File: config.mk
export PLATFORM = sky130hd
export DESIGN_NAME = cpu_top
export DESIGN_NICKNAME = d
export VERILOG_FILES = /design/src/source/cpu_pkg.sv /design/src/source/cpu_top.sv /design/src/source/leds.sv /design/src/source/mem.sv /design/src/source/core_control.sv /design/src/source/register_file.sv /design/src/source/decoder.sv /design/src/source/alu.sv
export SDC_FILE = /design/constraint.sdc
export NUM_CORES = 2
export LEC_CHECK = 0
export ABC_CLOCK_PERIOD_IN_PS = 17300
export BUFFER_PORTS_ARGS = -buffer_cell sky130_fd_sc_hd__buf_4
export CORE_MARGIN = 4
export CORE_UTILIZATION = 50
export CTS_CLUSTER_SIZE = 10
export DETAILED_ROUTE_END_ITERATION = 8
export PLACE_DENSITY = 0.65
export SLEW_MARGIN = 30
export SYNTH_ARGS = -nofsm -noshare
export SYNTH_HDL_FRONTEND = slang
export SYNTH_MEMORY_MAX_BITS = 65536
export SYNTH_SLANG_ARGS = --single-unit
export TNS_END_PERCENT = 1
File: constraint.sdc
create_clock -name clk -period 17.3 [get_ports clk]
set_input_delay 1.73 -clock clk [delete_from_list [all_inputs] [get_ports clk]]
set_output_delay 1.73 -clock clk [all_outputs]
set_load 0.01 [all_outputs]
File: src/source/cpu_pkg.sv
// Shared opcodes, instruction word views, decoded control and memory request types
`default_nettype none

package cpu_pkg;

    // Store target of the LED register, never backed by memory
    localparam logic [15:0] LED_ADDR = 16'hFFFF;

    typedef enum logic [3:0] {
        OP_ADD  = 4'd0,
        OP_SUB  = 4'd1,
        OP_AND  = 4'd2,
        OP_OR   = 4'd3,
        OP_XOR  = 4'd4,
        OP_ADDI = 4'd5,
        OP_LDI  = 4'd6,
        OP_LD   = 4'd7,
        OP_ST   = 4'd8,
        OP_BZ   = 4'd9,
        OP_BNZ  = 4'd10,
        OP_JAL  = 4'd11,
        OP_RET  = 4'd12,
        OP_HALT = 4'd13
    } opcode_e;

    // Register form
    typedef struct packed {
        opcode_e    op;
        logic [2:0] rd;
        logic [2:0] rs;
        logic [5:0] pad;  // Ignored
    } rr_t;

    // Immediate form
    typedef struct packed {
        opcode_e    op;
        logic [2:0] rd;
        logic [8:0] imm;  // Signed
    } ri_t;

    typedef union packed {
        rr_t rr;
        ri_t ri;
    } instr_u;

    typedef enum logic [2:0] {
        ALU_ADD    = 3'd0,
        ALU_SUB    = 3'd1,
        ALU_AND    = 3'd2,
        ALU_OR     = 3'd3,
        ALU_XOR    = 3'd4,
        ALU_PASS_B = 3'd5
    } alu_op_e;

    typedef struct packed {
        alu_op_e     alu_op;
        logic        use_imm;
        logic [15:0] imm;        // Sign extended
        logic [2:0]  rd_sel;
        logic [2:0]  rs_sel;
        logic        reg_wr;
        logic        mem_rd;
        logic        mem_wr;
        logic        branch_z;
        logic        branch_nz;
        logic        link;
        logic        ret;
        logic        halt;
    } dec_ctrl_t;

    typedef struct packed {
        logic        valid;
        logic        write;
        logic [15:0] addr;
        logic [15:0] wdata;
    } mem_req_t;

    typedef enum logic [2:0] {
        S_FETCH     = 3'd0,
        S_DECODE    = 3'd1,
        S_EXECUTE   = 3'd2,
        S_MEMORY    = 3'd3,
        S_WRITEBACK = 3'd4,
        S_HALTED    = 3'd5
    } state_e;

endpackage

`default_nettype wire
File: src/source/cpu_top.sv
// Top level joining the core, memory and LED register
`default_nettype none

module cpu_top #(
    parameter int MEM_WORDS = 256
) (
    input  logic        clk,
    input  logic        rst_n,
    input  logic        boot_we,
    input  logic [15:0] boot_addr,
    input  logic [15:0] boot_data,
    output logic [7:0]  led,
    output logic        led_strobe,
    output logic        halted
);

    cpu_pkg::mem_req_t mem_req;
    logic [15:0]       rdata;
    logic              mem_wait;

    core_control u_core (
        .clk      (clk),
        .rst_n    (rst_n),
        .mem_req  (mem_req),
        .rdata    (rdata),
        .mem_wait (mem_wait),
        .halted   (halted)
    );

    mem #(
        .MEM_WORDS (MEM_WORDS)
    ) u_mem (
        .clk       (clk),
        .rst_n     (rst_n),
        .boot_we   (boot_we),
        .boot_addr (boot_addr),
        .boot_data (boot_data),
        .req       (mem_req),
        .rdata     (rdata),
        .mem_wait  (mem_wait)
    );

    // Shares the request and wait with memory
    leds u_leds (
        .clk        (clk),
        .rst_n      (rst_n),
        .req        (mem_req),
        .mem_wait   (mem_wait),
        .led        (led),
        .led_strobe (led_strobe)
    );

endmodule

`default_nettype wire

File: src/source/leds.sv
// Memory-mapped LED register with a one-cycle write strobe
`default_nettype none

module leds (
    input  logic              clk,
    input  logic              rst_n,
    input  cpu_pkg::mem_req_t req,
    input  logic              mem_wait,
    output logic [7:0]        led,
    output logic              led_strobe
);

    logic led_wr;

    // Only the completing cycle of a store counts
    assign led_wr = req.valid && req.write && !mem_wait && (req.addr == cpu_pkg::LED_ADDR);

    always_ff @(posedge clk) begin
        if (!rst_n) begin
            led        <= '0;
            led_strobe <= 1'b0;
        end else begin
            led_strobe <= led_wr;
            if (led_wr) led <= req.wdata[7:0];
        end
    end

endmodule

`default_nettype wire

File: src/source/mem.sv
// Word memory with boot write port and one wait state per core access
`default_nettype none

module mem #(
    parameter int MEM_WORDS = 256
) (
    input  logic              clk,
    input  logic              rst_n,
    input  logic              boot_we,
    input  logic [15:0]       boot_addr,
    input  logic [15:0]       boot_data,
    input  cpu_pkg::mem_req_t req,
    output logic [15:0]       rdata,
    output logic              mem_wait
);

    localparam int AW = $clog2(MEM_WORDS);

    logic [15:0] ram [MEM_WORDS];
    logic        second;  // Second cycle of a request
    logic        led_hit;

    assign mem_wait = req.valid && !second;
    assign led_hit  = (req.addr == cpu_pkg::LED_ADDR);

    always_ff @(posedge clk) begin
        if (!rst_n) begin
            second <= 1'b0;
        end else begin
            second <= req.valid && !second;
        end
    end

    always_ff @(posedge clk) begin
        if (boot_we) begin
            ram[boot_addr[AW-1:0]] <= boot_data;  // Boot loader wins
        end else if (req.valid && req.write && second && !led_hit) begin
            ram[req.addr[AW-1:0]] <= req.wdata;
        end
        if (mem_wait) rdata <= ram[req.addr[AW-1:0]];  // Ready for the completing cycle
    end

endmodule

`default_nettype wire

File: src/source/core_control.sv
// Multicycle sequencer with PC, instruction register, link register and zero flag
`default_nettype none

module core_control (
    input  logic              clk,
    input  logic              rst_n,
    output cpu_pkg::mem_req_t mem_req,
    input  logic [15:0]       rdata,
    input  logic              mem_wait,
    output logic              halted
);

    cpu_pkg::state_e    state;
    cpu_pkg::instr_u    ir;
    cpu_pkg::dec_ctrl_t ctrl;

    logic [15:0] pc;
    logic [15:0] pc_plus1;
    logic [15:0] link_q;
    logic [15:0] result_q;  // ALU result, branch target or load data
    logic        zero_q;
    logic        run;
    logic [15:0] rd_data;
    logic [15:0] rs_data;
    logic [15:0] alu_a;
    logic [15:0] alu_b;
    logic [15:0] alu_result;
    logic        alu_zero;
    logic        mem_done;
    logic        taken;
    logic        set_zero;
    logic        reg_wr_en;

    decoder u_decoder (
        .clk       (clk),
        .rst_n     (rst_n),
        .decode_en (state == cpu_pkg::S_DECODE),
        .instr     (ir),
        .ctrl      (ctrl)
    );

    register_file u_regs (
        .clk     (clk),
        .rst_n   (rst_n),
        .wr_en   (reg_wr_en),
        .rd_sel  (ctrl.rd_sel),
        .rs_sel  (ctrl.rs_sel),
        .wdata   (result_q),
        .rd_data (rd_data),
        .rs_data (rs_data)
    );

    alu u_alu (
        .op     (ctrl.alu_op),
        .a      (alu_a),
        .b      (alu_b),
        .result (alu_result),
        .zero   (alu_zero)
    );

    assign pc_plus1 = pc + 16'd1;
    assign alu_a    = (ctrl.branch_z || ctrl.branch_nz || ctrl.link) ? pc_plus1 : rd_data;
    assign alu_b    = ctrl.use_imm ? ctrl.imm : rs_data;
    assign mem_done = mem_req.valid && !mem_wait;
    assign taken    = (ctrl.branch_z && zero_q) || (ctrl.branch_nz && !zero_q);
    assign set_zero = ctrl.reg_wr && !ctrl.mem_rd && (ctrl.alu_op != cpu_pkg::ALU_PASS_B);
    assign reg_wr_en = (state == cpu_pkg::S_WRITEBACK) && ctrl.reg_wr;
    assign halted   = (state == cpu_pkg::S_HALTED) ||
                      (state == cpu_pkg::S_EXECUTE && ctrl.halt);

    // Fetch reads at PC, memory state uses the address from execute
    always_comb begin
        mem_req       = '0;
        mem_req.valid = run && (state == cpu_pkg::S_FETCH || state == cpu_pkg::S_MEMORY);
        mem_req.addr  = pc;
        if (state == cpu_pkg::S_MEMORY) begin
            mem_req.write = ctrl.mem_wr;
            mem_req.addr  = result_q;
            mem_req.wdata = rs_data;
        end
    end

    always_ff @(posedge clk) begin
        if (!rst_n) begin
            state  <= cpu_pkg::S_FETCH;
            pc     <= '0;
            link_q <= '0;
            zero_q <= 1'b0;
            run    <= 1'b0;  // Requests start one cycle after reset
        end else begin
            run <= 1'b1;
            case (state)
                cpu_pkg::S_FETCH: if (mem_done) state <= cpu_pkg::S_DECODE;
                cpu_pkg::S_DECODE: state <= cpu_pkg::S_EXECUTE;
                cpu_pkg::S_EXECUTE: begin
                    if (set_zero) zero_q <= alu_zero;
                    if (ctrl.halt) state <= cpu_pkg::S_HALTED;
                    else if (ctrl.mem_rd || ctrl.mem_wr) state <= cpu_pkg::S_MEMORY;
                    else state <= cpu_pkg::S_WRITEBACK;
                end
                cpu_pkg::S_MEMORY: if (mem_done) state <= cpu_pkg::S_WRITEBACK;
                cpu_pkg::S_WRITEBACK: begin
                    if (ctrl.ret) begin
                        pc <= link_q;
                    end else if (taken || ctrl.link) begin
                        pc <= result_q;
                    end else begin
                        pc <= pc_plus1;
                    end
                    if (ctrl.link) link_q <= pc_plus1;
                    state <= cpu_pkg::S_FETCH;
                end
                default: ;  // Halted until reset
            endcase
        end
    end

    always_ff @(posedge clk) begin
        if (state == cpu_pkg::S_FETCH && mem_done) ir <= rdata;
        if (state == cpu_pkg::S_EXECUTE) begin
            result_q <= alu_result;
        end else if (state == cpu_pkg::S_MEMORY && mem_done && ctrl.mem_rd) begin
            result_q <= rdata;
        end
    end

endmodule

`default_nettype wire

File: src/source/register_file.sv
// Eight-entry register file, two combinational reads and one write
`default_nettype none

module register_file (
    input  logic        clk,
    input  logic        rst_n,
    input  logic        wr_en,
    input  logic [2:0]  rd_sel,
    input  logic [2:0]  rs_sel,
    input  logic [15:0] wdata,
    output logic [15:0] rd_data,
    output logic [15:0] rs_data
);

    logic [15:0] regs [8];

    // Writes always target rd
    always_ff @(posedge clk) begin
        if (!rst_n) begin
            for (int i = 0; i < 8; i++) begin
                regs[i] <= '0;
            end
        end else if (wr_en) begin
            regs[rd_sel] <= wdata;
        end
    end

    assign rd_data = regs[rd_sel];
    assign rs_data = regs[rs_sel];

endmodule

`default_nettype wire

File: src/source/decoder.sv
// Instruction decoder registering the control word for execute
`default_nettype none

module decoder (
    input  logic               clk,
    input  logic               rst_n,
    input  logic               decode_en,
    input  cpu_pkg::instr_u    instr,
    output cpu_pkg::dec_ctrl_t ctrl
);

    cpu_pkg::dec_ctrl_t nxt;
    logic [15:0]        imm_ext;

    assign imm_ext = {{7{instr.ri.imm[8]}}, instr.ri.imm};

    always_comb begin
        nxt        = '0;
        nxt.alu_op = cpu_pkg::ALU_ADD;
        nxt.rd_sel = instr.rr.rd;
        nxt.rs_sel = instr.rr.rs;
        case (instr.rr.op)
            cpu_pkg::OP_ADD: nxt.reg_wr = 1'b1;
            cpu_pkg::OP_SUB: begin
                nxt.alu_op = cpu_pkg::ALU_SUB;
                nxt.reg_wr = 1'b1;
            end
            cpu_pkg::OP_AND: begin
                nxt.alu_op = cpu_pkg::ALU_AND;
                nxt.reg_wr = 1'b1;
            end
            cpu_pkg::OP_OR: begin
                nxt.alu_op = cpu_pkg::ALU_OR;
                nxt.reg_wr = 1'b1;
            end
            cpu_pkg::OP_XOR: begin
                nxt.alu_op = cpu_pkg::ALU_XOR;
                nxt.reg_wr = 1'b1;
            end
            cpu_pkg::OP_ADDI: begin
                nxt.use_imm = 1'b1;
                nxt.imm     = imm_ext;
                nxt.reg_wr  = 1'b1;
            end
            cpu_pkg::OP_LDI: begin
                nxt.alu_op  = cpu_pkg::ALU_PASS_B;
                nxt.use_imm = 1'b1;
                nxt.imm     = imm_ext;
                nxt.reg_wr  = 1'b1;
            end
            cpu_pkg::OP_LD: begin
                nxt.alu_op = cpu_pkg::ALU_PASS_B;  // Address is rs
                nxt.reg_wr = 1'b1;
                nxt.mem_rd = 1'b1;
            end
            cpu_pkg::OP_ST: begin
                nxt.use_imm = 1'b1;  // Address is rd + 0
                nxt.mem_wr  = 1'b1;
            end
            cpu_pkg::OP_BZ: begin
                nxt.use_imm  = 1'b1;
                nxt.imm      = imm_ext;
                nxt.branch_z = 1'b1;
            end
            cpu_pkg::OP_BNZ: begin
                nxt.use_imm   = 1'b1;
                nxt.imm       = imm_ext;
                nxt.branch_nz = 1'b1;
            end
            cpu_pkg::OP_JAL: begin
                nxt.use_imm = 1'b1;
                nxt.imm     = imm_ext;
                nxt.link    = 1'b1;
            end
            cpu_pkg::OP_RET:  nxt.ret  = 1'b1;
            cpu_pkg::OP_HALT: nxt.halt = 1'b1;
            default: ;  // Spare opcodes act as no-ops
        endcase
    end

    always_ff @(posedge clk) begin
        if (!rst_n) begin
            ctrl <= '0;
        end else if (decode_en) begin
            ctrl <= nxt;
        end
    end

endmodule

`default_nettype wire

File: src/source/alu.sv
// ALU for data operations, load and store addresses and branch targets
`default_nettype none

module alu (
    input  cpu_pkg::alu_op_e op,
    input  logic [15:0]      a,
    input  logic [15:0]      b,
    output logic [15:0]      result,
    output logic             zero
);

    // Branch targets arrive as a = PC + 1, b = offset, op = add
    always_comb begin
        case (op)
            cpu_pkg::ALU_ADD:    result = a + b;
            cpu_pkg::ALU_SUB:    result = a - b;
            cpu_pkg::ALU_AND:    result = a & b;
            cpu_pkg::ALU_OR:     result = a | b;
            cpu_pkg::ALU_XOR:    result = a ^ b;
            cpu_pkg::ALU_PASS_B: result = b;  // LDI value, LD address
            default:             result = '0;
        endcase
    end

    assign zero = (result == 16'd0);

endmodule

`default_nettype wire

After elaboration in Yosys (flattened, before gate mapping)
Memories as Yosys holds them, arrays and structs flattened. A register that Yosys moved wholly into a read port is not among the register bits.
Cells that the tools add are included.
{ "op_classes": {"magnitude_cmp": 0, "n_mux": 44, "bitwise": 3, "n_shift": 0, "mul": 0, "div_mod_pow": 0, "add_sub_neg": 3, "n_reduce_logical": 44, "n_eq_ne": 27} }
{ "ops": {"columns": ["op", "count"], "rows": [
  ["16-bit two-way mux", 9],
  ["16-bit case mux with 6 select lines", 1],
  ["33-bit two-way mux", 1],
  ["16-bit OR reduction", 2],
  ["3-bit case mux with 5 select lines", 2],
  ["3-bit two-way mux", 9],
  ["4-bit equality test, second input constant", 6],
  ["1-bit two-way mux", 21],
  ["1-bit logical AND", 17],
  ["16-bit by 1-bit adder with 16-bit output, second input constant", 1],
  ["16-bit adder", 1],
  ["16-bit AND", 1],
  ["16-bit equality test, second input constant", 1],
  ["4-bit by 3-bit equality test with 1-bit output, second input constant", 4],
  ["16-bit zero test", 1],
  ["16-bit OR", 1],
  ["16-bit subtractor", 1],
  ["16-bit bitwise XOR", 1],
  ["3-bit by 2-bit equality test with 1-bit output, second input constant", 4],
  ["3-bit equality test, second input constant", 4],
  ["4-bit by 2-bit equality test with 1-bit output, second input constant", 2],
  ["8-bit two-way mux", 1],
  ["8-bit OR reduction", 1],
  ["1-bit logical OR", 7],
  ["14 further kinds", 22]
]} }
{ "word_totals": {"out_inout_bits": 10, "regBits": 113, "latch_bits": 0, "rom_bits": 0, "ramBits": 4224, "mem_count": 2, "elab_cells": 146} }
{ "mem_list": {"columns": ["name", "depth", "word_bits", "rd", "rd_clocked_by_memory_dff", "wr", "line", "source"], "rows": [
  ["u_mem.ram", 256, 16, 1, 1, 1, "mem.sv:19", "logic [15:0] ram [MEM_WORDS];"],
  ["u_core.u_regs.regs", 8, 16, 2, 2, 8, "register_file.sv:15", "logic [15:0] regs [8];"]
]} }

Longest topological paths before layout
{ "logic_depth": {"word_depth": 11, "depth_mapped": 21, "ltp_nobuf": 18} }

Hierarchy
From an unflattened synthesis, not the netlist that was laid out.
{ "unflattened": {"hier_cells": 8629, "area_unflattened_um2": 173485.1} }
{ "modules_own_cells": {"columns": ["module", "cells_each", "seq_area_each_um2", "area_each_um2", "n_inst"], "rows": [
  ["mem", 7326, 123498.4, 158771.0, 1],
  ["register_file", 409, 3843.7, 6847.8, 1],
  ["core_control", 422, 1701.6, 4000.1, 1],
  ["alu", 315, 0.0, 2312.2, 1],
  ["decoder", 113, 540.5, 1166.1, 1],
  ["leds", 44, 180.2, 387.9, 1]
]} }

Worst setup path before layout
OpenSTA, ideal clock, no wires.
{ "synth_timing": {"kind": "input -> register", "from": "in boot_we", "to": "mem u_mem.ram[0][0], data pin", "arrival_time_ns": 13.127, "stages": 5, "required_time_ns": 15.058, "setup_slack_ns": 1.931, "setup_ns": 2.242, "path_cell_list": "or3_1 -> buf_4 -> buf_2 -> clkbuf_1 -> o31ai_1"} }
{ "synth_via": {"elab_chain_cells": 4} }
{ "synth_lines": {"columns": ["item", "line", "source"], "rows": [
  ["start, declared", "cpu_top.sv:9", "input logic boot_we,"],
  ["1-bit two-way mux", "mem.sv:35", "if (boot_we) begin"],
  ["1-bit two-way mux (not written as such)", "mem.sv:38", "ram[req.addr[AW-1:0]] <= req.wdata;"],
  ["16-bit OR reduction (no source line)", null, null],
  ["16-bit two-way mux (no source line)", null, null],
  ["end, declared", "mem.sv:19", null]
]} }
No other way between the ends.

Worst setup path after layout
{ "layout_timing": {"from": "reg u_core.state[0]", "to": "mem u_mem.ram[113][13], data pin"} }
{ "layout_via": {"elab_chain_cells": 11, "word_cells_on_any_way": 15, "classes_between": "2 x eq/ne; 5 x mux; 8 x reduce/logical"} }
{ "layout_lines": {"columns": ["item", "line", "source"], "rows": [
  ["start, declared", "core_control.sv:13", "cpu_pkg::state_e state;"],
  ["start signal, assigned", "core_control.sv:85", "state <= cpu_pkg::S_FETCH;"],
  ["start signal, assigned", "core_control.sv:93", "cpu_pkg::S_FETCH: if (mem_done) state <= cpu_pkg::S_DECODE;"],
  ["start signal, assigned", "core_control.sv:94", "cpu_pkg::S_DECODE: state <= cpu_pkg::S_EXECUTE;"],
  ["branches (longest 10 deep; another with 33-bit two-way mux)", null, null],
  ["16-bit two-way mux (no source line) (*)", null, null]
]} }
Mark *: on every way between the ends.

==> run_results.csv <==
group,metric,value,unit
run_status,status,"completed",
timing,max_clock_freq,132,MHz
global_routing,track_usage,28.5,%
timing,finalCritPeriodShare,43.7,%
die,die_y,596,µm
timing,worst_pin_slew,1.19,ns
place,io_buffers,36,
place,dp_hpwl,301000,µm
global_routing,grt_pass1_wl,718000,µm
route,drt_iter0_drc,15600,
layout,nets,9796,
global_routing,antenna_found_initial,49,
hold_path,hold-path-endpoint,"u_core.u_decoder.ctrl[16]$_SDFFE_PN0P_",
route,routed_wirelength,514000,µm
clocking,clk-insertion-delay-late,1.03,ns
place,place_ws,9.91,ns
critical_path,worstSetupPathType,"reg -> reg",
die,num_rows,215,
layout,final_common_cell,"edfxtp_1",
critical_path,critical_path.max_fanout,88,
hold_path,min_path_cells,2,
clocking,path_clk_slew,0.06,ns
yosys,yosysSeqAreaShare,75.2,%
clocking,cts-resized-gates,0,
critical_path,r2r_start,"u_core.state[0]$_SDFFE_PN0P_",
global_routing,grt_pass1_vias,93000,
yosys,yosysUniqueCellTypes,83,
clocking,post_cts_buffers,0,
clocking,cts_sinks,4352,
die,design.portCount,45,
run,cap_viol_max_count,0,
clocking,h-tree-depth,5,
route,ant_nets,0,
yosys,avgSynthCellArea,18.5,µm²
layout,final_cell_mix,"edfxtp_1 (4,272), nand2_1 (1,064), mux4_2 (906)",
timing,skew,0.0827,ns
critical_path,r2r.worst_path.cells,14,
clocking,postCtsHoldBufs,0,
route,firstDrtPassIters,6,
hold_path,hold_class,"reg -> reg",
clocking,tritoncts,"done",
route,viasPerCell,6.69,
hold_path,hp-start,"u_core.u_decoder.ctrl[16]$_SDFFE_PN0P_",
power_and_ir_drop,vdd_drop_max,0.0915,mV
timing,rsz0062_at_grt,"false",
timing,drv_slew,0,
die,dieArea,355000,µm²
timing,setup_tns,0,ns
global_routing,grt_max_degree,217,
die,core,344000,µm²
critical_path,critPathRequiredTime,17.94,ns
layout,syn_to_final_growth,12.3,%
route,vias,96400,
critical_path,cp.arrival,8.20,ns
yosys,syn-num-nets,9394,
critical_path,timing.rr.end,"u_mem.ram[113][13]$_DFFE_PP_",
layout,fillers,25400,
timing,hold_viol,0,
yosys,synthTopCellsByArea,"edfxtp_1 (74%), mux4_2 (12%), nand2_1 (2.3%)",
yosys,synth_top_cell_area_share,74.3,%
die,initial_core_util,50.3,%
timing,finalWorstSetupSlack,9.74,ns
clocking,ctsRootBufferMaster,"clkbuf_16",
power_and_ir_drop,p_per_area,110,nW/µm²
layout,drive_above_1_share,21.8,%
route,drcViolationCount,0,
yosys,yosys_warnings,0,
clocking,clockBufferDepth,4,
route,wl_per_cell,35.7,µm
yosys,synthCells,9309,
power_and_ir_drop,power,21.3,mW
yosys,async_flop_share,0,%
yosys,synth_edf_count,4272,
global_routing,overflow,0,
critical_path,start_kind,"flop",
timing,finalSetupViolCount,0,
clocking,cts_buffers,477,
place,globalplace.congestion,0.889,
die,die_width,596,µm
critical_path,r2r_setup_slack,9.74,ns
power_and_ir_drop,power.leakage,60.3,nW
timing,finalCriticalPeriod,7.56,ns
yosys,synth_flop_cell,"edfxtp_1",
yosys,synth-seq-cells,4352,
critical_path,end_kind,"flop",
yosys,syn-cell-area,173000,µm²
yosys,synth_top_area_cell,"edfxtp_1",
timing,slew_headroom,20.6,%
## worst max-delay path by stage
stage,to,startpoint,slack [ns]
6_report,u_mem.ram[113][13]$_DFFE_PP_,u_core.state[0]$_SDFFE_PN0P_,9.74
5_1_grt,u_mem.ram[120][13]$_DFFE_PP_,u_core.state[0]$_SDFFE_PN0P_,9.36
4_1_cts,u_mem.ram[120][13]$_DFFE_PP_,u_core.state[0]$_SDFFE_PN0P_,9.86
3_5_place_dp,u_mem.ram[113][13]$_DFFE_PP_,u_core.state[0]$_SDFFE_PN0P_,9.91
3_3_place_gp,u_mem.rdata[4]$_DFFE_PP_,u_core.result_q[1]$_DFFE_PP_,10.06
2_1_floorplan,u_mem.ram[0][0]$_DFFE_PP_,boot_we,1.93
## final cells by class
type / instances / area, µm² / area share, %
well taps: 4557 / 5700 / 2.94
multi-input cells: 4329 / 41000 / 21.1
clock buffers: 554 / 12400 / 6.38
diodes: 34 / 85.1 / 0.0439
inverters: 46 / 173 / 0.0890
clock inverters: 28 / 450 / 0.232
repair buffers: 505 / 4290 / 2.21
flip-flops and latches: 4352 / 130000 / 67.0
## cell usage after synthesis, types with 21 or more instances
| cell | number |
|---|---|
| a2111oi_0 | 68 |
| a211oi_1 | 45 |
| a21boi_0 | 26 |
| a21oi_1 | 270 |
| a221oi_1 | 43 |
| a22o_1 | 31 |
| a22oi_1 | 104 |
| a31oi_1 | 64 |
| and2_1 | 139 |
| and3_1 | 28 |
| buf_1 | 70 |
| buf_2 | 189 |
| buf_4 | 49 |
| buf_6 | 33 |
| clkbuf_1 | 241 |
| dfxtp_1 | 80 |
| edfxtp_1 | 4272 |
| ha_1 | 49 |
| inv_1 | 46 |
| mux2_2 | 31 |
| mux2i_1 | 128 |
| mux4_2 | 906 |
| nand2_1 | 1072 |
| nand2b_1 | 21 |
| nand3_1 | 270 |
| nand4_1 | 43 |
| nor2_1 | 375 |
| nor2b_1 | 22 |
| nor3_1 | 60 |
| o2111ai_1 | 50 |
| o211a_1 | 38 |
| o211ai_1 | 25 |
| o21ai_0 | 82 |
| o22ai_1 | 86 |
## critical path, stage by stage (launching register included)
cell and delay, ns:
dfxtp_1 0.63, and3b_1 0.23, buf_4 0.38, mux2_2 0.23, buf_4 0.39, nand2_2 0.35, nor4_2 0.45, or3_4 0.56
buf_4 0.60, nand2_1 0.18, o31ai_4 0.09, buf_4 0.35, buf_4 0.71, buf_4 0.84, buf_4 0.82
## through the flow
step	cells	area (µm²)	util, %	hold slack [ns]
final	14400	194000	56.5	0.472
after global routing	14400	194000	56.4	0.489
after CTS	14400	194000	56.4	0.471
after detailed placement	13800	181000	52.6	0.465
after global placement	13800	180000	52.5	0.458
after floorplan	9309	173000	-	0.422
## registers in the layout, summed over array words and instances, names as in the netlist, 3 cells and up, named ones only
register               cells
u_mem.ram               4096
u_core.u_regs.regs       128
u_core.u_decoder.ctrl     27
u_core.ir                 16
u_core.link_q             16
u_core.pc                 16
u_core.result_q           16
u_mem.rdata               16
u_leds.led                 8
u_core.state               3
## routing by layer
layer | up-vias | GRT usage [%] | wire length, µm | share of wire [%]
met5 | - | 0 | 199 | 0.039
met4 | 16 | 13.2 | 26200 | 5.1
met3 | 1075 | 7.36 | 62900 | 12
met2 | 6526 | 42.8 | 236000 | 46
met1 | 50500 | 39.6 | 189000 | 37
li1 | 38300 | - | - | -
## cells by family (layout without fill, tap and decap cells)
kind of cell             after synthesis  count (layout)  share of synthesized area, %
AO/OA/AOI/OAI                       1084            1084                          4.42
XOR/XNOR                              36              36                         0.183
adder cells (fa/ha/maj)               50              50                         0.367
buffers and inverters                628            1133                          1.75
flip-flops                          4352            4352                          75.2
multiplexers                        1066            1066                          12.8
other                                  0              34                             0
AND/OR/NAND/NOR                     2093            2093                          5.30
## report_power, final
part / switching, mW / total (mW) / leakage, nW / internal (mW)
logic: 0.583 / 0.799 / 14.8 / 0.216
registers: 0.0313 / 11.6 / 39.2 / 11.6
clock network: 3.85 / 8.82 / 6.25 / 4.97
Note: power is estimated with default switching activity, not from simulation.
